### src/include/mem_map_macros.svh
`ifndef MEM_MAP_MACROS_SVH
`define MEM_MAP_MACROS_SVH

// Bus and word widths
`define DATA_WIDTH 16
`define ADDR_WIDTH 16
`define INSTR_WIDTH 18

// I/O window at the top of the data space
`define IO_BASE 16'hFFF8
`define PRAM_ADDR 16'hFFFF
`define KEY_FWD_ADDR 16'hFFFE
`define KEY_BACK_ADDR 16'hFFFD
`define KEY_RIGHT_ADDR 16'hFFFC
`define KEY_LEFT_ADDR 16'hFFFB
`define KEY_SHOOT_ADDR 16'hFFFA
`define KEY_RESET_ADDR 16'hFFF9
`define LCD_ADDR 16'hFFF8

// Storage sizes
`define DATA_RAM_AW 10
`define INSTR_RAM_AW 8
`define PRAM_DEPTH 8
`define NUM_KEYS 6

`endif

### src/logic/mem_map_pkg.sv
`include "mem_map_macros.svh"

package mem_map_pkg;

	////////////////////
	// Wishbone classic

	typedef struct packed {
		logic cyc;
		logic stb;
		logic we;
		logic [`ADDR_WIDTH-1:0] adr;
		logic [`DATA_WIDTH-1:0] dat;
	} wb_req_t;

	typedef struct packed {
		logic ack;
		logic [`DATA_WIDTH-1:0] dat;
	} wb_rsp_t;

	////////////////////
	// Decode results

	typedef enum logic [1:0] {
		REG_MAIN,
		REG_PRAM,
		REG_KEY,
		REG_LCD
	} region_e;

	// Order matches key_press bits
	typedef enum logic [2:0] {
		KEY_FWD   = 3'd0,
		KEY_BACK  = 3'd1,
		KEY_RIGHT = 3'd2,
		KEY_LEFT  = 3'd3,
		KEY_SHOOT = 3'd4,
		KEY_RESET = 3'd5
	} key_e;

	// One-cycle command to the I/O devices
	typedef struct packed {
		logic wr;
		logic rd;
		region_e region;
		key_e key;
		logic [`DATA_WIDTH-1:0] wdata;
	} io_cmd_t;

	typedef enum logic {
		ST_IDLE,
		ST_ACK
	} ctrl_state_e;

endpackage

### src/logic/io_regs.sv
`include "mem_map_macros.svh"

module io_regs (
	input  logic clk,
	input  logic rst_n,
	input  mem_map_pkg::io_cmd_t io_cmd,
	input  logic [`NUM_KEYS-1:0] key_press,
	output logic [`DATA_WIDTH-1:0] key_rdata,
	output logic [`DATA_WIDTH-1:0] lcd_data
);
	import mem_map_pkg::*;

	logic [`DATA_WIDTH-1:0] key_cnt [`NUM_KEYS];
	logic kb_reset;
	logic lcd_we;
	logic key_rd;

	////////////////////
	// Command decode

	// Any nonzero write to a key address clears the whole keyboard
	assign kb_reset = io_cmd.wr && (io_cmd.region == REG_KEY) && (io_cmd.wdata != '0);
	assign lcd_we = io_cmd.wr && (io_cmd.region == REG_LCD);
	assign key_rd = io_cmd.rd && (io_cmd.region == REG_KEY);

	////////////////////
	// Key press counters

	// Keyboard reset beats a strobe in the same cycle
	always_ff @(posedge clk) begin
		if (!rst_n) begin
			for (int i = 0; i < `NUM_KEYS; i++) begin
				key_cnt[i] <= '0;
			end
		end else begin
			for (int i = 0; i < `NUM_KEYS; i++) begin
				if (kb_reset) begin
					key_cnt[i] <= '0;
				end else if (key_press[i] && (key_cnt[i] != '1)) begin
					key_cnt[i] <= key_cnt[i] + 1'b1;
				end
			end
		end
	end

	// Captured on the read command so it lines up with ack
	always_ff @(posedge clk) begin
		if (key_rd) begin
			key_rdata <= key_cnt[io_cmd.key];
		end
	end

	////////////////////
	// LCD register

	always_ff @(posedge clk) begin
		if (!rst_n) begin
			lcd_data <= '0;
		end else if (lcd_we) begin
			lcd_data <= io_cmd.wdata;
		end
	end

endmodule

### config.mk
export PLATFORM = sky130hd
export DESIGN_NAME = io_regs
export DESIGN_NICKNAME = d
export VERILOG_FILES = /design/src/logic/mem_map_pkg.sv /design/src/logic/io_regs.sv
export VERILOG_INCLUDE_DIRS = /design/src /design/src/include
export SDC_FILE = /design/constraint.sdc
export NUM_CORES = 1
export LEC_CHECK = 0
export BUFFER_PORTS_ARGS = -buffer_cell sky130_fd_sc_hd__buf_2
export CAP_MARGIN = 30
export CORE_MARGIN = 2
export CORE_UTILIZATION = 54
export CTS_BUF_LIST = sky130_fd_sc_hd__clkbuf_16
export CTS_CLUSTER_SIZE = 12
export DETAILED_ROUTE_END_ITERATION = 16
export PLACE_DENSITY_LB_ADDON = 0.3
export SETUP_SLACK_MARGIN = 0.02
export SYNTH_ARGS = -nofsm -noshare
export SYNTH_HDL_FRONTEND = slang
export SYNTH_SLANG_ARGS = --single-unit
### constraint.sdc
create_clock -name clk -period 2.11 [get_ports clk]
set_input_delay 0.1055 -clock clk [delete_from_list [all_inputs] [get_ports clk]]
set_output_delay 0.1055 -clock clk [all_outputs]
set_load 0.005 [all_outputs]
==> flow_metrics.env <==
export IMPL_status="finished, final reports clean"
export IMPL_clock_root_buffer="sky130_fd_sc_hd__clkbuf_16"
export IMPL_drtAntennaViolNets=0
export IMPL_critPathRequiredTime_ns=2.19
export IMPL_post_route_worst_setup_slack_ns=0.07202
export IMPL_r2r_end="key_cnt[4][15]$_SDFFCE_PN0P_"
export IMPL_clkTransAtPathRegs_ns=0.05
export IMPL_area_of_the_multi_input_gates_mm2=0.003258
export IMPL_post_synth_most_frequent_cells="112 x sky130_fd_sc_hd__edfxtp_1, 82 x sky130_fd_sc_hd__nor3_1, 57 x sky130_fd_sc_hd__nand2_1"
export IMPL_crit_path_to="key_cnt[3][7]$_SDFFCE_PN0P_"
export IMPL_final_layout_size_suffix_gt1_share_pct=21.86
export IMPL_arrival_ns=2.12
export IMPL_number_of_flip_flops_and_latches_in_the_synthesized_netlist=128
export IMPL_hold_path_class="in2reg"
export IMPL_layout_worst_path_cycle_share_pct=96.59
export IMPL_overall_via_count_from_detail_route=5741
export IMPL_antenna_cells_inserted=0
export IMPL_grt_setup_unrepaired="no"
export IMPL_post_synth_top_area_fraction_pct=47.37
export IMPL_yosys_cell_types_count=45
export IMPL_power_total_uw=6331
export IMPL_place_area_mm2=0.007818
export IMPL_route_detailed_drc=0
export IMPL_detailed_place_hpwl_um=12270
export IMPL_p_int_uw=4761
export IMPL_floorplan_die_area_mm2=0.01408
export IMPL_startpoint="io_cmd[6]"
export IMPL_synthDominantAreaCellType="sky130_fd_sc_hd__edfxtp_1"
export IMPL_design_area_mm2=0.008576
export IMPL_r2r_cells=4
export IMPL_synth_edff_count=112
export IMPL_layout_area_seq_mm2=0.003684
export IMPL_design_core_area_mm2=0.01272
export IMPL_grt_overflow_total=0
export IMPL_clock_latency_ns=0.42
export IMPL_timing_clock_skew_ns=0.007147
export IMPL_ir_drop_v=0.0004879
export IMPL_p_per_area_mw_per_mm2=738.2
export IMPL_synthFlopType="sky130_fd_sc_hd__edfxtp_1"
export IMPL_worst_r2r_setup_slack_ns=0.12
export IMPL_netlist_top_cells_area="sky130_fd_sc_hd__edfxtp_1 47%, sky130_fd_sc_hd__xnor2_1 5.9%, sky130_fd_sc_hd__nor3_1 5.8%"
export IMPL_syn_to_final_growth_pct=20.80
export IMPL_synthMuxAreaShare_pct=7.437
export IMPL_synth_area_per_cell_um2=10.92
export IMPL_drt_wirelength_per_cell_um=18.47
export IMPL_starting_drc_count_in_detailed_routing=606
export IMPL_starting_density_of_the_core_pct=55.80
export IMPL_floorplan_io_pins=63
export IMPL_power_share_sequential_pct=49.2
export IMPL_port_buffers=62
export IMPL_ys_seq_area_share_pct=51.89
export IMPL_cts_path_max_buffers=2
export IMPL_max_cap_violations=0
export IMPL_xor_and_xnor_area_share_after_synthesis_pct=9.376
export IMPL_drv_slew=0
export IMPL_largest_family_of_logic_cells_by_synthesized_area="simple AND/OR/NAND/NOR gates"
export IMPL_criticalPathCategory="in2reg"
export IMPL_first_pass_grt_wire_length_um=27900
export IMPL_finalNetCount=797
export IMPL_hold_viol=0
export IMPL_grt_start_max_net_pins=43
export IMPL_layout_filler_cells=1012
export IMPL_first_global_vias=5573
export IMPL_fin_crit_ns=2.038
export IMPL_route_detailed_vias_per_inst=6.075
export IMPL_critPathCaptureType="register"
export IMPL_syn_area_mm2=0.007099
export IMPL_synth_warning_count=0
export IMPL_power_share_switching_pct=24.79
export IMPL_die_width_um=118.7
export IMPL_fmax_ghz=0.4907
export IMPL_antenna_violations_before_repair=0
export IMPL_synth_compound_gate_area_share_pct=5.851
export IMPL_placement_setup_worst_slack_ns=0.05832
export IMPL_async_reset_ff_share_pct=0
export IMPL_synthSimpleGateAreaFrac_pct=21.25
export IMPL_tns_ns=0
export IMPL_timing_critical_path_from_type="input port"
export IMPL_syn_instance_count=650
export IMPL_final_setup_viol_count=0
export IMPL_power_net_switching_uw=1569
export IMPL_die_height_um=118.7
export IMPL_numClockSinks=128
export IMPL_wl_um=17460
export IMPL_syn_num_nets=687
export IMPL_part_of_the_power_in_combinational_logic_pct=10.7
export IMPL_cts_htree_levels=4
export IMPL_yosysMostFrequentCell="sky130_fd_sc_hd__edfxtp_1"
export IMPL_synth_adder_area_share_pct=1.057
export IMPL_relSlewSlack_pct=51.04
export IMPL_hold_worst_slack_ns=0.02072
export IMPL_cts_inserted_buffers=17
export IMPL_regToRegStartpoint="key_cnt[4][8]$_SDFFCE_PN0P_"
export IMPL_static_power_due_to_leakage_uw=0.003090
export IMPL_globalRouteTotalUtil_pct=25.40
export IMPL_drt_pass1_iterations=5
export IMPL_p_clk_share_pct=40.2
export IMPL_tightestPinTransition_ns=0.7317
export IMPL_maximum_fanout_along_the_worst_path=16
export IMPL_gp_routability_congestion=0.9018
export IMPL_cts_tree="done"
export IMPL_row_count=41
## worst min-delay path by stage
| stage | startpoint | to | cells after the start |
|---|---|---|---|
| 2_1_floorplan | io_cmd[10] | lcd_data[10]$_SDFFE_PN0P_ | 2 |
| 3_3_place_gp | io_cmd[5] | lcd_data[5]$_SDFFE_PN0P_ | 3 |
| 5_1_grt | key_press[5] | key_cnt[5][14]$_SDFFCE_PN0P_ | 2 |
| 6_report | key_press[5] | key_cnt[5][14]$_SDFFCE_PN0P_ | 2 |
| 3_5_place_dp | io_cmd[8] | lcd_data[8]$_SDFFE_PN0P_ | 3 |
| 4_1_cts | key_press[5] | key_cnt[5][14]$_SDFFCE_PN0P_ | 2 |
## kinds of logic (layout without fill, tap and decap cells)
kind of cell	after synthesis	in the layout
buffers and inverters	54	177
adder cells (fa/ha/maj)	6	6
AO/OA/AOI/OAI	59	59
multiplexers	32	32
flip-flops	128	128
XOR/XNOR	76	76
AND/OR/NAND/NOR	295	295
## through the flow
stage          instances  util, %
4_1_cts              940    66.73
5_1_grt              945    67.41
3_5_place_dp         892    61.45
6_report             945    67.41
2_1_floorplan        650        -
3_3_place_gp         892    61.45
## worst max-delay path, stage by stage
cell and delay, ns:
sky130_fd_sc_hd__dlygate4sd3_1 0.56, sky130_fd_sc_hd__buf_2 0.16, sky130_fd_sc_hd__nor4_2 0.32, sky130_fd_sc_hd__and4_4 0.31
sky130_fd_sc_hd__o21a_1 0.13, sky130_fd_sc_hd__buf_4 0.24, sky130_fd_sc_hd__nand2_2 0.30
## state kept, by name, indices dropped and copies added (netlist names)
| signal | cells |
|---|---|
| key_cnt | 96 |
| key_rdata | 16 |
| lcd_data | 16 |
## routing by layer
metal  vias to the layer above  routed length [µm]  GRT usage (%)
li1                       2660                   -              -
met3                        44                1203          5.936
met2                       251                8412          40.30
met1                      2786                7356          33.46
met4                         0                 484          10.94
met5                         -                   0              0
## timing repair
item | CTS | global route
hold buffers | 16 | 0
gates resized for setup | 0 | 10
buffers inserted | 0 | 5
setup endpoints to repair | 0 | 107
hold endpoints to repair | 16 | 0
## power groups by stage
stage | Clock [µW] | Combinational (µW) | Sequential (µW)
3_3_place_gp | 0 | 607 | 3140
2_1_floorplan | 0 | 391 | 3100
3_5_place_dp | 0 | 625 | 3160
6_report | 2540 | 675 | 3110
4_1_cts | 2560 | 650 | 3110
5_1_grt | 2690 | 731 | 3130
## cell usage in the layout, fill, tap and decap left out, drive strengths merged, types with 16 or more instances in the layout
| master | instances |
|---|---|
| a21boi | 16 |
| a21oi | 17 |
| buf | 108 |
| clkbuf | 18 |
| dfxtp | 16 |
| dlygate4sd3 | 16 |
| edfxtp | 112 |
| inv | 32 |
| mux2i | 16 |
| mux4 | 16 |
| nand2 | 57 |
| nand3 | 35 |
| nand4 | 24 |
| nor2 | 41 |
| nor3 | 82 |
| nor4 | 21 |
| xnor2 | 48 |
| xor2 | 28 |
## cell type report
cell class	instances	area share [%]
well taps	172	2.509
inverters	21	0.9192
clock inverters	14	0.7149
clock buffers	18	5.252
repair buffers	124	9.659
multi-input cells	468	37.99
flip-flops and latches	128	42.95
Note: power is estimated with default switching activity, not from simulation.
