File: src/include/mem_map_macros.svh
`ifndef MEM_MAP_MACROS_SVH
`define MEM_MAP_MACROS_SVH

// Bus and word widths
`define DATA_WIDTH 16
`define ADDR_WIDTH 16
`define INSTR_WIDTH 18

// I/O window at the top of the data space
`define IO_BASE 16'hFFF8
`define PRAM_ADDR 16'hFFFF
`define KEY_FWD_ADDR 16'hFFFE
`define KEY_BACK_ADDR 16'hFFFD
`define KEY_RIGHT_ADDR 16'hFFFC
`define KEY_LEFT_ADDR 16'hFFFB
`define KEY_SHOOT_ADDR 16'hFFFA
`define KEY_RESET_ADDR 16'hFFF9
`define LCD_ADDR 16'hFFF8

// Storage sizes
`define DATA_RAM_AW 10
`define INSTR_RAM_AW 8
`define PRAM_DEPTH 8
`define NUM_KEYS 6

`endif

File: src/logic/mem_map_pkg.sv
`include "mem_map_macros.svh"

package mem_map_pkg;

	////////////////////
	// Wishbone classic

	typedef struct packed {
		logic cyc;
		logic stb;
		logic we;
		logic [`ADDR_WIDTH-1:0] adr;
		logic [`DATA_WIDTH-1:0] dat;
	} wb_req_t;

	typedef struct packed {
		logic ack;
		logic [`DATA_WIDTH-1:0] dat;
	} wb_rsp_t;

	////////////////////
	// Decode results

	typedef enum logic [1:0] {
		REG_MAIN,
		REG_PRAM,
		REG_KEY,
		REG_LCD
	} region_e;

	// Order matches key_press bits
	typedef enum logic [2:0] {
		KEY_FWD   = 3'd0,
		KEY_BACK  = 3'd1,
		KEY_RIGHT = 3'd2,
		KEY_LEFT  = 3'd3,
		KEY_SHOOT = 3'd4,
		KEY_RESET = 3'd5
	} key_e;

	// One-cycle command to the I/O devices
	typedef struct packed {
		logic wr;
		logic rd;
		region_e region;
		key_e key;
		logic [`DATA_WIDTH-1:0] wdata;
	} io_cmd_t;

	typedef enum logic {
		ST_IDLE,
		ST_ACK
	} ctrl_state_e;

endpackage

File: src/logic/pram_queue.sv
`include "mem_map_macros.svh"

module pram_queue (
	input  logic clk,
	input  logic rst_n,
	input  mem_map_pkg::io_cmd_t io_cmd,
	input  logic pix_ready,
	output logic full,
	output logic pix_valid,
	output logic [`DATA_WIDTH-1:0] pix_data
);
	import mem_map_pkg::*;

	localparam int PW = $clog2(`PRAM_DEPTH);

	logic [`DATA_WIDTH-1:0] mem [`PRAM_DEPTH];
	logic [PW-1:0] wr_ptr;
	logic [PW-1:0] rd_ptr;
	logic [PW:0] count;
	logic push;
	logic pop;

	// Flags straight from the fill level
	assign full = (count == (PW+1)'(`PRAM_DEPTH));
	assign pix_valid = (count != '0);
	assign pix_data = mem[rd_ptr];

	// Writes to a full queue are dropped
	assign push = io_cmd.wr && (io_cmd.region == REG_PRAM) && !full;
	assign pop = pix_valid && pix_ready;

	////////////////////
	// Storage

	always_ff @(posedge clk) begin
		if (push) begin
			mem[wr_ptr] <= io_cmd.wdata;
		end
	end

	////////////////////
	// Pointers and count

	always_ff @(posedge clk) begin
		if (!rst_n) begin
			wr_ptr <= '0;
			rd_ptr <= '0;
			count <= '0;
		end else begin
			if (push) wr_ptr <= wr_ptr + 1'b1;
			if (pop) rd_ptr <= rd_ptr + 1'b1;
			case ({push, pop})
				2'b10:   count <= count + 1'b1;
				2'b01:   count <= count - 1'b1;
				default: count <= count;
			endcase
		end
	end

	// A push into a full queue would carry the fill level past the depth
	a_no_push_full: assert property (@(posedge clk) disable iff (!rst_n)
		count <= (PW+1)'(`PRAM_DEPTH));

	// A pop from an empty queue would wrap the fill level to all ones
	a_no_pop_empty: assert property (@(posedge clk) disable iff (!rst_n)
		!pix_valid |=> count != '1);

endmodule

File: config.mk
export PLATFORM = sky130hd
export DESIGN_NAME = pram_queue
export DESIGN_NICKNAME = d
export VERILOG_FILES = /design/src/logic/mem_map_pkg.sv /design/src/logic/pram_queue.sv
export VERILOG_INCLUDE_DIRS = /design/src /design/src/include
export SDC_FILE = /design/constraint.sdc
export NUM_CORES = 1
export LEC_CHECK = 0
export ABC_AREA = 1
export BUFFER_PORTS_ARGS = -buffer_cell sky130_fd_sc_hd__buf_2
export CORE_MARGIN = 2
export CORE_UTILIZATION = 50
export CTS_CLUSTER_DIAMETER = 100
export CTS_CLUSTER_SIZE = 16
export DETAILED_ROUTE_END_ITERATION = 8
export PLACE_DENSITY = 0.78
export SLEW_MARGIN = 20
export SYNTH_ARGS = -nofsm -noshare
export SYNTH_HDL_FRONTEND = slang
export SYNTH_SLANG_ARGS = --single-unit
File: constraint.sdc
create_clock -name clk -period 4.2 [get_ports clk]
set_clock_uncertainty 0.2 [all_clocks]
set_input_delay 0.42 -clock clk [delete_from_list [all_inputs] [get_ports clk]]
set_output_delay 0.42 -clock clk [all_outputs]
set_load 0.01 [all_outputs]
==> impl_results.md, run 1 <==
* Run status: finished clean
* Pint at 2.79 mW
* Cell Chain, Critical Path: buf_4 -> nor2_1 -> nor2_1 -> o21ai_0 -> o21ai_0 -> nand2_1 -> nand2_1 -> buf_2
* Max clock buf depth at 2
* Crit. End Element: output pin
* Upper clock frequency limit at 0.340 GHz
* Top delay family on crit path: flip-flops
* Die Area at 0.0123 mm2
* Via density at 5.46
* Num CTS Buffers at 17
* GRT Resource Usage Total at 0.184
* Sw Share at 0.306
* CTS root buf: clkbuf_16
* Synth-to-Final Area Change at 16.1%
* DRC Markers at 0
* Clk_lat worst skew at around 400 ps
* Die Y at 111 um
* Worst path slowest cell: dfxtp_2
* Antenna cells at 0
* PortBufs at 39
* WL met1 at roughly 4.6 mm
* FP Rows at 38
* Cell accounting for the most synthesized area: edfxtp_1
* Fraction of post-synthesis cell area in the top cell type by area at 0.675
* Startpoint types: register
* Core area at 0.0110 mm2
* Final-stage net count at ~530
* Initial DRT Pass Iterations at 5
* Mapped Area at 0.00569 mm2
* CP peak stage delay at 660 ps
* Worst Path Buf+Inv at 2
* Net Sw Power at 1.23 mW
* Pleak at 2.38 nW
* Hold_buf cts at 0
* Clock slew at reported path FFs at approximately 60 ps
* Required time of the worst setup path at 3580 ps
* Resize count post-CTS at 0
* Placement Cell Area at 0.00602 mm2
* Flop pwr share at 0.426
* Highest Signal Layer: met4
* # fillers at approximately 850
* Iter 0 DRT Violations at 293
* Share of cells above drive strength 1 at 0.184
* Peak supply drop at ~0.42 mV
* DR WL met2 at 5.69 mm
* Largest net degree at the start of global routing at 65
* Relative slew slack at 0.356
* Worst slew pin tran at about 960 ps
* Final period util at 0.700
* Post-route ant nets at 0
* DR vias at 3,554
* Comb pwr share at 0.211
* H-tree levels at 4
* Synth cell types at 26
* Synth Area per Inst at approximately 12 um2
* Max FO, Critical Path at 41
* Mapped Nets at 487
* Io pins at 44
* Drt total wl at 10.9 mm
* HPWL Detailed at 6.27 mm
* CP arrival at 2320 ps
* CTS tree: built
* Register Area at 0.00411 mm2
* GRT Residual Overflow at 0
* First-pass GRT wire length at 17.4 mm
* Post-synthesis sequential area ratio at 0.721
* WL per Instance at 16.8 um
* CTS Sinks at 141
* Final Instance Area at 0.00661 mm2
* Synth area leaders: edfxtp_1 68%, o21ai_0 4.8%, nor2_1 4.6%, dfxtp_1 4.6%, nand2_1 4.0%
* # setup viols final at 0
* DIE WIDTH at 111 um
* Clock Power Share at 0.363
* Yosys warning count at 0
* DR WL met3 at 537 um
* RSZ-0062 raised after global routing: false
* Pwr dens at 609 mW/mm2
* Slew Viols, Final at 0
* Number of global-route vias before repair at 3,592
* Type of the worst setup path: register to output pin
* Maxcap violations at 0
* Setup TNS at 0 ps
* # Post-CTS Setup Buffers at 0
* Flops & latches, synth at 141
* Initial Utilization at 0.518
* Hold Path Class: input port to register
* Global placer's final weighted congestion at 0.723
* Post-synthesis cell count at 456
* Final min period at 2940 ps
* Area occupied by multi-input gates at 0.00141 mm2
* Final Hold Vio Count at 0
* Initial antenna violation count at 0
==> cell type report <==
class,instances,share of cell area
clock buffers,17,0.0644
clock inverters,15,0.0246
inverters,20,0.0117
multi-input cells,272,0.213
flip-flops and latches,141,0.622
well taps,140,0.0265
repair buffers,46,0.0375
==> cell usage in the layout, fill, tap and decap left out, types with 11 or more instances in the layout <==
master     Yosys  layout
o21ai_0       55      55
o21ai_1       18      18
dfxtp_1       13      11
buf_2          9      39
nor2_1        70      70
nand2_1       61      61
edfxtp_1     128     128
mux2i_1       16      16
clkbuf_16      0      17
inv_1         18      18
o22ai_1       16      16
==> routing by layer <==
metal / global-route usage / up-vias
met5: 0 / -
met4: 0.0725 / 0
met2: 0.309 / 103
met3: 0.0519 / 8
met1: 0.225 / 1733
li1: - / 1710
==> metrics by stage <==
stage	total power, mW	hold slack, ps	instances	setup slack (ps)	utilization
after CTS	4.05	64.4	651	1200	0.601
final	4.02	84.7	651	1260	0.602
after detailed placement	2.59	296	619	1610	0.548
after global placement	2.54	264	619	1680	0.548
after global routing	4.23	71.7	651	1060	0.602
after floorplan	2.37	251	456	1610	-
==> sequential cells by signal, summed over array words and instances (netlist names), named ones only <==
register,cells
mem,128
rd_ptr,3
wr_ptr,3
count,4
==> power groups by stage <==
| stage | Sequential [mW] | Combinational [mW] | Clock [mW] |
|---|---|---|---|
| floorplan | 1.63 | 0.739 | 0 |
| global placement | 1.74 | 0.809 | 0 |
| detailed placement | 1.74 | 0.850 | 0 |
| CTS | 1.71 | 0.860 | 1.48 |
| global route | 1.73 | 0.964 | 1.54 |
| finish | 1.71 | 0.849 | 1.46 |
==> synth_stat cells <==
cell and instances:
buf_4 2, ha_1 5, clkbuf_2 2, nand3_2 1, o21ai_1 18, buf_6 6
xor2_1 1, inv_2 1, xnor2_1 2, inv_4 1, nand2_1 61, clkbuf_1 3
nand3_1 6, inv_1 18, and3_1 1, mux2i_1 16, nor3_1 9, edfxtp_1 128
nor2_2 4, buf_1 1, dfxtp_1 13, buf_2 9, nor2_1 70, o22ai_1 16
a21oi_1 7, o21ai_0 55
==> cells by family after synthesis <==
logic type               after synthesis  share of synthesized area
buffers and inverters                 43                     0.0404
flip-flops                           141                      0.721
XOR/XNOR                               3                    0.00462
adder cells (fa/ha/maj)                5                     0.0110
AO/OA/AOI/OAI                         96                     0.0879
AND/OR/NAND/NOR                      152                      0.107
multiplexers                          16                     0.0281
==> path summary, 6_finish.rpt <==
kind / endpoint / cells past startpoint / slack, ps / from
hold reg to reg: register / 1 / 300 / rd_ptr[0]
setup / recovery: pix_data[13] / 8 / 1260 / register
setup reg to reg: count[2] / 12 / 1670 / count[1]
hold / removal: mem[1][15] / 1 / 80 / io_cmd[15]
==> worst reg2reg max path: cells and delay by family (launching register included) <==
family / cells / cell delay, ps
buf+inv: 2 / 120
flops: 1 / 390
compound gates: 2 / 220
xor+xnor: 1 / 140
fa+ha+maj: 2 / 580
simple gates: 5 / 770
No activity file was read; power rests on OpenSTA's default activity.
==> inputs of run 2 (changes only) <==
==> constraint.sdc (replaced) <==
create_clock -name clk -period 3 [get_ports clk]
set_clock_uncertainty 0.2 [all_clocks]
set_input_delay 0.3 -clock clk [delete_from_list [all_inputs] [get_ports clk]]
set_output_delay 0.3 -clock clk [all_outputs]
set_load 0.01 [all_outputs]
==> impl_results.md, run 2 (synthesized netlist as in run 1, its figures left out) <==
* Run status: finished clean (unchanged)
* Required time of the worst setup path at 2500 ps (was 3580 ps)
* Share of cells above drive strength 1 at 0.192 (was 0.184)
* Antenna cells at 0 (unchanged)
* Io pins at 44 (unchanged)
* DRC Markers at 0 (unchanged)
* Worst slew pin tran at 740 ps (was 963 ps)
* M3 GR Usage at 0.0552 (was 0.0519)
* Most frequent cells in the layout: 128 x edfxtp_1, 70 x nor2_1, 61 x nand2_1, 55 x o21ai_0, 39 x buf_2 (unchanged)
* HPWL Detailed at 6.46 mm (was 6.27 mm)
* GRT Resource Usage Total at 0.201 (was 0.184)
* Peak supply drop at 0.614 mV (was 0.424 mV)
* CP peak stage delay at 530 ps (was 660 ps)
* Crit. End Element: output pin (unchanged)
* Maxcap violations at 0 (unchanged)
* Max reg flops at 128 (unchanged)
* Cell Chain, Critical Path: buf_4 -> nor2_1 -> nor2_1 -> o21ai_0 -> o21ai_1 -> nand2_1 -> nand2_1 -> buf_2 (was buf_4 -> nor2_1 -> nor2_1 -> o21ai_0 -> o21ai_0 -> nand2_1 -> nand2_1 -> buf_2)
* Num CTS Buffers at 17 (unchanged)
* Iter 0 DRT Violations at 230 (was 293)
* # Post-CTS Setup Buffers at 0 (unchanged)
* Commonest non-fill, non-tap cell in the layout: edfxtp_1 (unchanged)
* Final min period at 2470 ps
* Max FO, Critical Path at 22 (was 41)
* Upper clock frequency limit at 0.405 GHz
* Die Area at 0.0123 mm2 (unchanged)
* Max clock buf depth at 2 (unchanged)
* CTS tree: built (unchanged)
* Reg with most FFs: mem (unchanged)
* Hold_buf cts at 17 (was 0)
* WL per Instance at 17.0 um (was 16.8 um)
* Top delay family on crit path: flip-flops (unchanged)
* CTS root buf: clkbuf_16 (unchanged)
* GRT Residual Overflow at 0 (unchanged)
* H-tree levels at 4 (unchanged)
* Core area at 0.0110 mm2 (unchanged)
* Worst Path Buf+Inv at 2 (unchanged)
* Slew Viols, Final at 0 (unchanged)
* GR Layer Usage met1 at 0.255 (was 0.225)
* Resize count post-CTS at 0 (unchanged)
* Largest net degree at the start of global routing at 49 (was 65)
* M2 GR Usage at 0.337 (was 0.309)
* Global placer's final weighted congestion at 0.777 (was 0.723)
* Clk_lat worst skew at 410 ps (was 400 ps)
* Pleak at 2.50 nW (was 2.38 nW)
* Worst path slowest cell: dfxtp_2 (unchanged)
* FP Rows at 38 (unchanged)
* Post-layout util at 0.626 (was 0.602)
* PortBufs at 39 (unchanged)
* Type of the worst setup path: register to output pin (unchanged)
* CP arrival at 1970 ps (was 2320 ps)
* DIE WIDTH at 111 um (unchanged)
* # setup viols final at 0 (unchanged)
* Post-route ant nets at 0 (unchanged)
* Final worst setup slack at 533 ps (was 1260 ps)
* Pwr dens at 847 mW/mm2 (was 609 mW/mm2)
* CTS Sinks at 141 (unchanged)
* Final period util at 0.822
* DR vias at 3,653 (was 3,554)
* Pwr Total at 5.83 mW (was 4.02 mW)
* Initial Utilization at 0.518 (unchanged)
* Synth-to-Final Area Change at 20.8% (was 16.1%)
* Via density at 5.40 (was 5.46)
* Initial DRT Pass Iterations at 4 (was 5)
* Drt total wl at 11.5 mm (was 10.9 mm)
* Largest regs: mem x128, count x4 (unchanged)
* Die Y at 111 um (unchanged)
* Relative slew slack at 0.506 (was 0.356)
* RSZ-0062 raised after global routing: false (unchanged)
* Hold Path Class: input port to register (unchanged)
* Place WS at 595 ps (was 1610 ps)
* Initial antenna violation count at 0 (unchanged)
* First-pass GRT wire length at 18.8 mm (was 17.4 mm)
* Final-stage net count at 555 (was 529)
* Setup TNS at 0 ps (unchanged)
* Final Hold Vio Count at 0 (unchanged)
* Most Used Layer, Global Route: met2 (unchanged)
* Startpoint types: register (unchanged)
* Number of global-route vias before repair at 3,753 (was 3,592)
* Clock slew at reported path FFs at 60 ps (about the same)
-- run 2: final timing paths --
path	cells past startpoint	end	slack, ps	from
max reg2reg	12	count[2]	590	count[1]
min	4	register	80	pix_ready
max	8	pix_data[12]	530	register
min reg2reg	1	register	300	rd_ptr[0]
-- run 2: tightest hold or removal path, cell delays in order --
cell	delay, ps
buf_2	70
nand2_1	80
inv_2	120
a21oi_1	80
-- run 2: power breakdown --
part	switching, mW	internal (mW)	total, mW
Clock	0.785	1.39	2.18
Combinational	0.821	0.509	1.33
Sequential	0.110	2.21	2.32
Total	1.72	4.11	5.83
-- run 2: stage by stage --
| step | cells | hold slack (ps) | area [um2] |
|---|---|---|---|
| global route | 677 | 107 | 6880 |
| floorplan | 456 | 199 | 5690 |
| global placement | 628 | 263 | 6080 |
| detailed placement | 628 | 289 | 6080 |
| finish | 677 | 82.7 | 6880 |
| CTS | 677 | 67.6 | 6880 |
-- run 2: per-layer routing --
metal,share of wire,vias to the layer above,wire (um)
li1,-,1764,-
met1,0.42,1775,4860
met2,0.51,98,5910
met3,0.051,16,591
met4,0.015,0,174
met5,0,-,0
-- run 2: cell type report --
cell class | count | area (um2)
Clock inverter | 14 | 193
Multi-Input combinational cell | 272 | 1400
Fill cell | 805 | 4110
Sequential cell | 141 | 4110
Timing Repair Buffer | 72 | 498
Clock buffer | 18 | 429
Tap cell | 140 | 175
Inverter | 20 | 77.6
