**src/include/mem_map_macros.svh**
```systemverilog
`ifndef MEM_MAP_MACROS_SVH
`define MEM_MAP_MACROS_SVH

// Bus and word widths
`define DATA_WIDTH 16
`define ADDR_WIDTH 16
`define INSTR_WIDTH 18

// I/O window at the top of the data space
`define IO_BASE 16'hFFF8
`define PRAM_ADDR 16'hFFFF
`define KEY_FWD_ADDR 16'hFFFE
`define KEY_BACK_ADDR 16'hFFFD
`define KEY_RIGHT_ADDR 16'hFFFC
`define KEY_LEFT_ADDR 16'hFFFB
`define KEY_SHOOT_ADDR 16'hFFFA
`define KEY_RESET_ADDR 16'hFFF9
`define LCD_ADDR 16'hFFF8

// Storage sizes
`define DATA_RAM_AW 10
`define INSTR_RAM_AW 8
`define PRAM_DEPTH 8
`define NUM_KEYS 6

`endif

```
**src/logic/mem_map_pkg.sv**
```systemverilog
`include "mem_map_macros.svh"

package mem_map_pkg;

	////////////////////
	// Wishbone classic

	typedef struct packed {
		logic cyc;
		logic stb;
		logic we;
		logic [`ADDR_WIDTH-1:0] adr;
		logic [`DATA_WIDTH-1:0] dat;
	} wb_req_t;

	typedef struct packed {
		logic ack;
		logic [`DATA_WIDTH-1:0] dat;
	} wb_rsp_t;

	////////////////////
	// Decode results

	typedef enum logic [1:0] {
		REG_MAIN,
		REG_PRAM,
		REG_KEY,
		REG_LCD
	} region_e;

	// Order matches key_press bits
	typedef enum logic [2:0] {
		KEY_FWD   = 3'd0,
		KEY_BACK  = 3'd1,
		KEY_RIGHT = 3'd2,
		KEY_LEFT  = 3'd3,
		KEY_SHOOT = 3'd4,
		KEY_RESET = 3'd5
	} key_e;

	// One-cycle command to the I/O devices
	typedef struct packed {
		logic wr;
		logic rd;
		region_e region;
		key_e key;
		logic [`DATA_WIDTH-1:0] wdata;
	} io_cmd_t;

	typedef enum logic {
		ST_IDLE,
		ST_ACK
	} ctrl_state_e;

endpackage

```
**src/logic/mem_ctrl.sv**
```systemverilog
`include "mem_map_macros.svh"

module mem_ctrl (
	input  logic clk,
	input  logic rst_n,
	input  mem_map_pkg::wb_req_t wb_req,
	input  logic [`DATA_WIDTH-1:0] ram_rdata,
	input  logic [`DATA_WIDTH-1:0] key_rdata,
	input  logic pram_full,
	output mem_map_pkg::wb_rsp_t wb_rsp,
	output logic ram_we,
	output logic [`DATA_RAM_AW-1:0] ram_addr,
	output logic [`DATA_WIDTH-1:0] ram_wdata,
	output mem_map_pkg::io_cmd_t io_cmd
);
	import mem_map_pkg::*;

	ctrl_state_e state;
	region_e dec_region;
	region_e region_q;
	key_e dec_key;
	logic we_q;
	logic accept;

	////////////////////
	// Address decode

	always_comb begin
		dec_region = (wb_req.adr >= `IO_BASE) ? REG_KEY : REG_MAIN;
		dec_key = KEY_FWD;
		case (wb_req.adr)
			`PRAM_ADDR:      dec_region = REG_PRAM;
			`LCD_ADDR:       dec_region = REG_LCD;
			`KEY_FWD_ADDR:   dec_key = KEY_FWD;
			`KEY_BACK_ADDR:  dec_key = KEY_BACK;
			`KEY_RIGHT_ADDR: dec_key = KEY_RIGHT;
			`KEY_LEFT_ADDR:  dec_key = KEY_LEFT;
			`KEY_SHOOT_ADDR: dec_key = KEY_SHOOT;
			`KEY_RESET_ADDR: dec_key = KEY_RESET;
			default:         dec_key = KEY_FWD;
		endcase
	end

	// A strobe seen in idle is taken exactly once
	assign accept = (state == ST_IDLE) && wb_req.cyc && wb_req.stb;

	////////////////////
	// Slave FSM

	always_ff @(posedge clk) begin
		if (!rst_n) begin
			state <= ST_IDLE;
		end else begin
			case (state)
				ST_IDLE: if (accept) state <= ST_ACK;
				ST_ACK:  state <= ST_IDLE;
				default: state <= ST_IDLE;
			endcase
		end
	end

	// Remember what the ack cycle has to return
	always_ff @(posedge clk) begin
		if (accept) begin
			region_q <= dec_region;
			we_q <= wb_req.we;
		end
	end

	////////////////////
	// Device commands

	// Main RAM sees the bus directly, write gated by decode
	assign ram_we = accept && wb_req.we && (dec_region == REG_MAIN);
	assign ram_addr = wb_req.adr[`DATA_RAM_AW-1:0];
	assign ram_wdata = wb_req.dat;

	assign io_cmd.wr = accept && wb_req.we;
	assign io_cmd.rd = accept && !wb_req.we;
	assign io_cmd.region = dec_region;
	assign io_cmd.key = dec_key;
	assign io_cmd.wdata = wb_req.dat;

	////////////////////
	// Response

	always_comb begin
		wb_rsp.ack = (state == ST_ACK);
		wb_rsp.dat = '0;
		if (wb_rsp.ack && !we_q) begin
			case (region_q)
				REG_MAIN: wb_rsp.dat = ram_rdata;
				REG_PRAM: wb_rsp.dat = {{(`DATA_WIDTH-1){1'b0}}, pram_full};
				REG_KEY:  wb_rsp.dat = key_rdata;
				default:  wb_rsp.dat = '0;
			endcase
		end
	end

	// One ack per strobe, never back to back
	a_ack_single: assert property (@(posedge clk) disable iff (!rst_n)
		wb_rsp.ack |=> !wb_rsp.ack);

	a_ack_after_stb: assert property (@(posedge clk) disable iff (!rst_n)
		wb_rsp.ack |-> $past(wb_req.cyc && wb_req.stb));

endmodule

```
**config.mk**
```make
export PLATFORM = sky130hd
export DESIGN_NAME = mem_ctrl
export DESIGN_NICKNAME = d
export VERILOG_FILES = /design/src/logic/mem_map_pkg.sv /design/src/logic/mem_ctrl.sv
export VERILOG_INCLUDE_DIRS = /design/src /design/src/include
export SDC_FILE = /design/constraint.sdc
export NUM_CORES = 1
export LEC_CHECK = 0
export BUFFER_PORTS_ARGS = -buffer_cell sky130_fd_sc_hd__buf_2
export CELL_PAD_IN_SITES_DETAIL_PLACEMENT = 1
export CELL_PAD_IN_SITES_GLOBAL_PLACEMENT = 2
export CORE_AREA = 2 2 87 89
export DETAILED_ROUTE_END_ITERATION = 16
export DIE_AREA = 0 0 89 91
export HOLD_SLACK_MARGIN = 0.15
export PLACE_DENSITY = 0.8
export SYNTH_ARGS = -nofsm -noshare
export SYNTH_HDL_FRONTEND = slang
export SYNTH_SLANG_ARGS = --single-unit
```
**constraint.sdc**
```tcl
create_clock -name clk -period 1.95 [get_ports clk]
set_clock_uncertainty 0.1 [all_clocks]
set_input_delay 0.0975 -clock clk [delete_from_list [all_inputs] [get_ports clk]]
set_output_delay 0.0975 -clock clk [all_outputs]
set_load 0.01 [all_outputs]
```
==> flow_summary.json, run 1 <==
{
  "top_usage_layer": "met2",
  "netlist_instances": 111,
  "criticalPathCategory": "flip-flop to output pin",
  "synth_ff_type": "edfxtp_1",
  "synth_area_leader_cell": "buf_4",
  "seq_area_frac_synth_pct": 13.2,
  "cp-startpoint": "region_q[0]",
  "port_buffers": 88,
  "peakVddDrop_mv": 0.216,
  "clock_latency_ns": 0.21,
  "slew_headroom_pct": 62.3,
  "ctsResizeCount": 0,
  "cp-endpoint": "wb_rsp[3]",
  "critPathMaxFanout": 15,
  "comb_power_share_pct": 39.5,
  "drive_above_1_share_pct": 53.7,
  "setup_viol": 0,
  "r2r-end": "we_q",
  "area_growth_pct": 54.8,
  "grtUsageMet1_pct": 6.78,
  "cts_buffers": 3,
  "drc_errors": 0,
  "max_freq_mhz": 559,
  "grt_pass1_wl_mm": 3.94,
  "detail_route.wl_per_cell_microns": 10.4,
  "clk_path_buf_depth": 2,
  "p_switching_mw": 0.133,
  "fin_nets": 246,
  "met2_usage_pct": 11.1,
  "fin_tns_setup_ns": 0,
  "period_share_pct": 91.8,
  "grt_max_degree": 16,
  "ys_ff_latch": 4,
  "cts_setup_buffers": 0,
  "end_kind": "output pin",
  "final-max-slew-violation-count": 0,
  "worst_pin_slew_ns": 0.565,
  "period_needed_ns": 1.79,
  "cts_tree": "built",
  "reg2reg_depth": 2,
  "pwr-share-clk_pct": 39.2,
  "total_leakage_power_nw": 0.718,
  "coreArea_sq_um": 7140,
  "num_vias": 938,
  "drt_pre_antenna_iters": 2,
  "cts_hold_buf": 18,
  "antenna_found_initial": 0,
  "crit_path_start_kind": "flip-flop",
  "drt_iter0_drc": 8,
  "ios": 137,
  "cts_root_buffer": "clkbuf_8",
  "final_common_cell": "buf_2",
  "place_hpwl_mm": 2.21,
  "drv_cap": 0,
  "vias_per_cell": 3.42,
  "initial_core_util_pct": 11.7,
  "rows": 31,
  "die_area_sq_um": 8100,
  "gr-usage-all-layers_pct": 6.24,
  "wl_mm": 2.86,
  "async_reset_ff_share_pct": 0,
  "synth_nets": 181,
  "syn_area_per_cell_sq_um": 7.53,
  "antenna-diode-count": 0,
  "synth-edff-count": 3,
  "r2r-start": "state",
  "clock-sinks": 4,
  "synth_area_sq_um": 836,
  "gr-usage-met3_pct": 1.73,
  "hold_viol_final": 0,
  "sw_frac_of_total_pct": 28.5,
  "powerDensity_nw_per_um2": 360,
  "min_path_type": "input pin to flip-flop",
  "die_x_microns": 89,
  "die_y_microns": 91,
  "yosysWarnings": 0,
  "clkSlewWorstSetupHoldPaths_ns": 0.03,
  "gp_congestion": 0.615,
  "synthDominantCellAreaShare_pct": 38.6,
  "critical_path_required_ns": 1.75,
  "status": "finished clean",
  "htreeDepth": 1,
  "synthTopCellsByArea": "buf_4 39%, mux2i_1 19%, edfxtp_1 11%, nor2_1 8.1%, buf_2 2.4%",
  "grt_pass1_vias": 889,
  "synth.distinct_cells": 23,
  "final_cell_mix": "88 x buf_2, 18 x nor2_1, 18 x dlygate4sd3_1",
  "internal_power_mw": 0.333,
  "p_total_mw": 0.465,
  "pwr-share-seq_pct": 21.3,
  "crit_arrival_ns": 1.59,
  "overflow": 0,
  "ff2ff_setup_slack_ns": 0.75,
  "antenna_violating_nets_post_route": 0,
  "rsz0062_at_grt": "false"
}
-- routing by layer --
layer | share of wire, % | vias to the layer above
li1 | - | 451
met3 | 12 | 2
met4 | 0.66 | 0
met1 | 38 | 409
met5 | 0 | -
met2 | 49 | 76
-- synth_stat cells (2+ instances only) --
cell / count
nand3_1: 2
buf_4: 43
edfxtp_1: 3
nand2_1: 5
mux2i_1: 16
buf_2: 4
nand3b_1: 2
nand4_1: 2
and2_1: 2
nor2_1: 18
a21oi_1: 2
-- final cells by class --
type                            instances  area (sq um)
Fill cell                             908          5840
Timing Repair Buffer                  108           636
Multi-Input combinational cell         59           379
Tap cell                               99           124
Sequential cell                         4           110
Clock buffer                            4          45.0
-- worst max-delay path, stage by stage (launching register included) --
cell	delay [ns]
edfxtp_1	0.39
or3b_1	0.65
nor2_1	0.18
buf_2	0.15
-- power by group through the flow --
stage          clock network (mW)  registers (mW)  logic, mW
6_report                    0.182          0.0993      0.184
5_1_grt                     0.198           0.100      0.204
3_3_place_gp                    0           0.101      0.131
2_1_floorplan                   0          0.0984      0.135
3_5_place_dp                    0           0.101      0.133
4_1_cts                     0.189          0.0995      0.188
-- cell families (layout without fill, tap and decap cells) --
family / after synthesis / after routing / synth area share, %
flops: 4 / 4 / 13.2
mux: 16 / 16 / 19.2
simple gates: 39 / 39 / 23.4
buf+inv: 48 / 112 / 41.5
xor+xnor: 1 / 1 / 1.05
compound gates: 3 / 3 / 1.80
-- stage by stage --
stage / util, % / instances / cell area (sq um) / hold WS, ns / worst slack, ns
after floorplan: - / 111 / 836 / 0.0964 / 0.515
after global placement: 15.0 / 252 / 1070 / 0.0951 / 0.364
after detailed placement: 15.0 / 252 / 1070 / 0.0951 / 0.336
after CTS: 18.1 / 274 / 1290 / 0.267 / 0.100
after global routing: 18.1 / 274 / 1290 / 0.280 / 0.0155
final: 18.1 / 274 / 1290 / 0.257 / 0.160
-- how the worst min path moves through the flow --
| stage | from | endpoint | slack, ns | cells past startpoint |
|---|---|---|---|---|
| 2_1_floorplan | wb_req[32] | we_q | 0.1 | 0 |
| 3_3_place_gp | wb_req[10] | io_cmd[10] | 0.1 | 0 |
| 3_5_place_dp | wb_req[10] | io_cmd[10] | 0.1 | 0 |
| 4_1_cts | wb_req[18] | region_q[0] | 0.27 | 3 |
| 5_1_grt | wb_req[18] | region_q[0] | 0.28 | 3 |
| 6_report | wb_req[34] | region_q[0] | 0.26 | 3 |
-- registers in the layout, indices dropped and copies added (netlist names) --
register,cells
we_q,1
state,1
region_q,2
Power figures use the tool's default switching activity.
==> run 2, diff against run 1 <==
Settings changed: CORE_AREA 2 2 87 89 to 2 2 91 93, DIE_AREA 0 0 89 91 to 0 0 93 95, PLACE_DENSITY 0.8 to 0.74.
Clock period 1.95 ns to 1.8 ns, I/O delays scaled along.
==> run 2 against run 1 <==
Cell count rose by 2.9%; non-clock buffer count rose by 2; total power rose by 10%; hold slack improved by 0.016 ns; routed wire length rose by 5.1%; largest cell class unchanged; sequential power rose by 9%; via count rose by 1.5%; first-iteration DRC count fell by 63%; critical path depth did not move; count of clock-buffer cells in the layout did not move; register-to-register slack got worse by 0.04 ns.
==> flow_summary.json, run 2 (same netlist as run 1, synthesis figures left out) <==
{
  "max_freq_mhz": 617,
  "detail_route.wl_per_cell_microns": 10.7,
  "critPathMaxFanout": 15,
  "coreArea_sq_um": 7930,
  "min_path_type": "input pin to flip-flop",
  "clock-sinks": 4,
  "setup_viol": 0,
  "drive_above_1_share_pct": 54.8,
  "clk_path_buf_depth": 2,
  "drv_cap": 0,
  "slew_headroom_pct": 84.5,
  "antenna_violating_nets_post_route": 0,
  "drt_pre_antenna_iters": 2,
  "period_share_pct": 90.0,
  "die_y_microns": 95,
  "place_hpwl_mm": 2.42,
  "cts_root_buffer": "clkbuf_8",
  "final-max-slew-violation-count": 0,
  "final_common_cell": "buf_2",
  "gr-usage-all-layers_pct": 6.03,
  "worst_pin_slew_ns": 0.232,
  "status": "finished clean",
  "whs_path_depth": 3,
  "rows": 33,
  "initial_core_util_pct": 10.5,
  "powerDensity_nw_per_um2": 389,
  "top_regs": "region_q: 2 flops, state: 1 flops, we_q: 1 flops",
  "htreeDepth": 1,
  "overflow": 0,
  "grt_pass1_vias": 899,
  "fin_tns_setup_ns": 0,
  "clkSlewWorstSetupHoldPaths_ns": 0.03,
  "ff2ff_setup_slack_ns": 0.71,
  "crit_path_start_kind": "flip-flop",
  "rsz0062_at_grt": "false",
  "antenna-diode-count": 0,
  "grt_max_degree": 16,
  "criticalPathCategory": "flip-flop to output pin",
  "num_vias": 952,
  "period_needed_ns": 1.62,
  "ios": 137,
  "wl_mm": 3.01,
  "end_kind": "output pin",
  "final_cell_mix": "88 x buf_2, 18 x nor2_1, 18 x dlygate4sd3_1",
  "critical_path_required_ns": 1.61,
  "largest-register": "region_q",
  "die_x_microns": 93,
  "fin_nets": 248,
  "area_growth_pct": 57.8,
  "vias_per_cell": 3.38,
  "hold_viol_final": 0,
  "antenna_found_initial": 0,
  "drc_errors": 0,
  "crit_arrival_ns": 1.43,
  "peakVddDrop_mv": 0.356,
  "die_area_sq_um": 8840,
  "cts_tree": "built",
  "reg2reg_depth": 3,
  "fin_util_pct": 16.6,
  "drt_iter0_drc": 3,
  "total_leakage_power_nw": 0.729,
  "cts_buffers": 3,
  "grt_pass1_wl_mm": 4.13,
  "gp_congestion": 0.665,
  "cts_setup_buffers": 0,
  "clock_latency_ns": 0.21,
  "port_buffers": 88,
  "largest_reg_flops": 2
}
[run 2: cell types whose count changed in the layout (fill, tap and decap cells not counted), sizes merged]
cell  previous run  this run
buf             90        92
[run 2: metal layers]
| metal | wire (microns) | up-vias | share of wire (%) | track usage (%) |
|---|---|---|---|---|
| met2 | 1450 | 79 | 48 | 11.3 |
| met3 | 416 | 2 | 14 | 2.55 |
| met4 | 14 | 0 | 0.47 | 1.23 |
| met5 | 0 | - | 0 | 0 |
| met1 | 1120 | 414 | 37 | 6.32 |
| li1 | - | 457 | - | - |
[run 2: timing repair]
item	CTS	global route
setup endpoints to repair	15	0
hold endpoints to repair	34	0
gates resized for setup	1	0
hold buffers	18	0
[run 2: worst max-delay path, stage by stage (launching register included)]
cell,delay (ns)
edfxtp_1,0.41
or3b_4,0.52
nor2_1,0.14
buf_2,0.14
[run 2: final timing paths]
path               start           to
min           wb_req[18]  region_q[0]
max reg2reg        state  region_q[0]
max          region_q[0]   wb_rsp[14]
min reg2reg        state         we_q
[run 2: report_power, final]
group          total (mW)  internal, mW  switching (mW)
registers           0.108         0.104         0.00356
clock network       0.199         0.151          0.0477
logic               0.206         0.108          0.0974
total               0.512         0.364           0.149
[run 2: final cells by class]
type	instances	area, sq um
Fill cell	988	6610
Timing Repair Buffer	110	651
Multi-Input combinational cell	59	382
Tap cell	105	131
Sequential cell	4	110
Clock buffer	4	45.0
[run 2: through the flow]
step                setup slack, ns  cell area (sq um)  instances  hold slack, ns  power (mW)
finish                        0.180               1320        282           0.272       0.512
global placement              0.198               1090        260          0.0801       0.257
global route                 0.0728               1320        282           0.285       0.554
floorplan                     0.373                836        111          0.0889       0.253
detailed placement            0.176               1090        260          0.0801       0.260
CTS                           0.147               1320        282           0.273       0.524
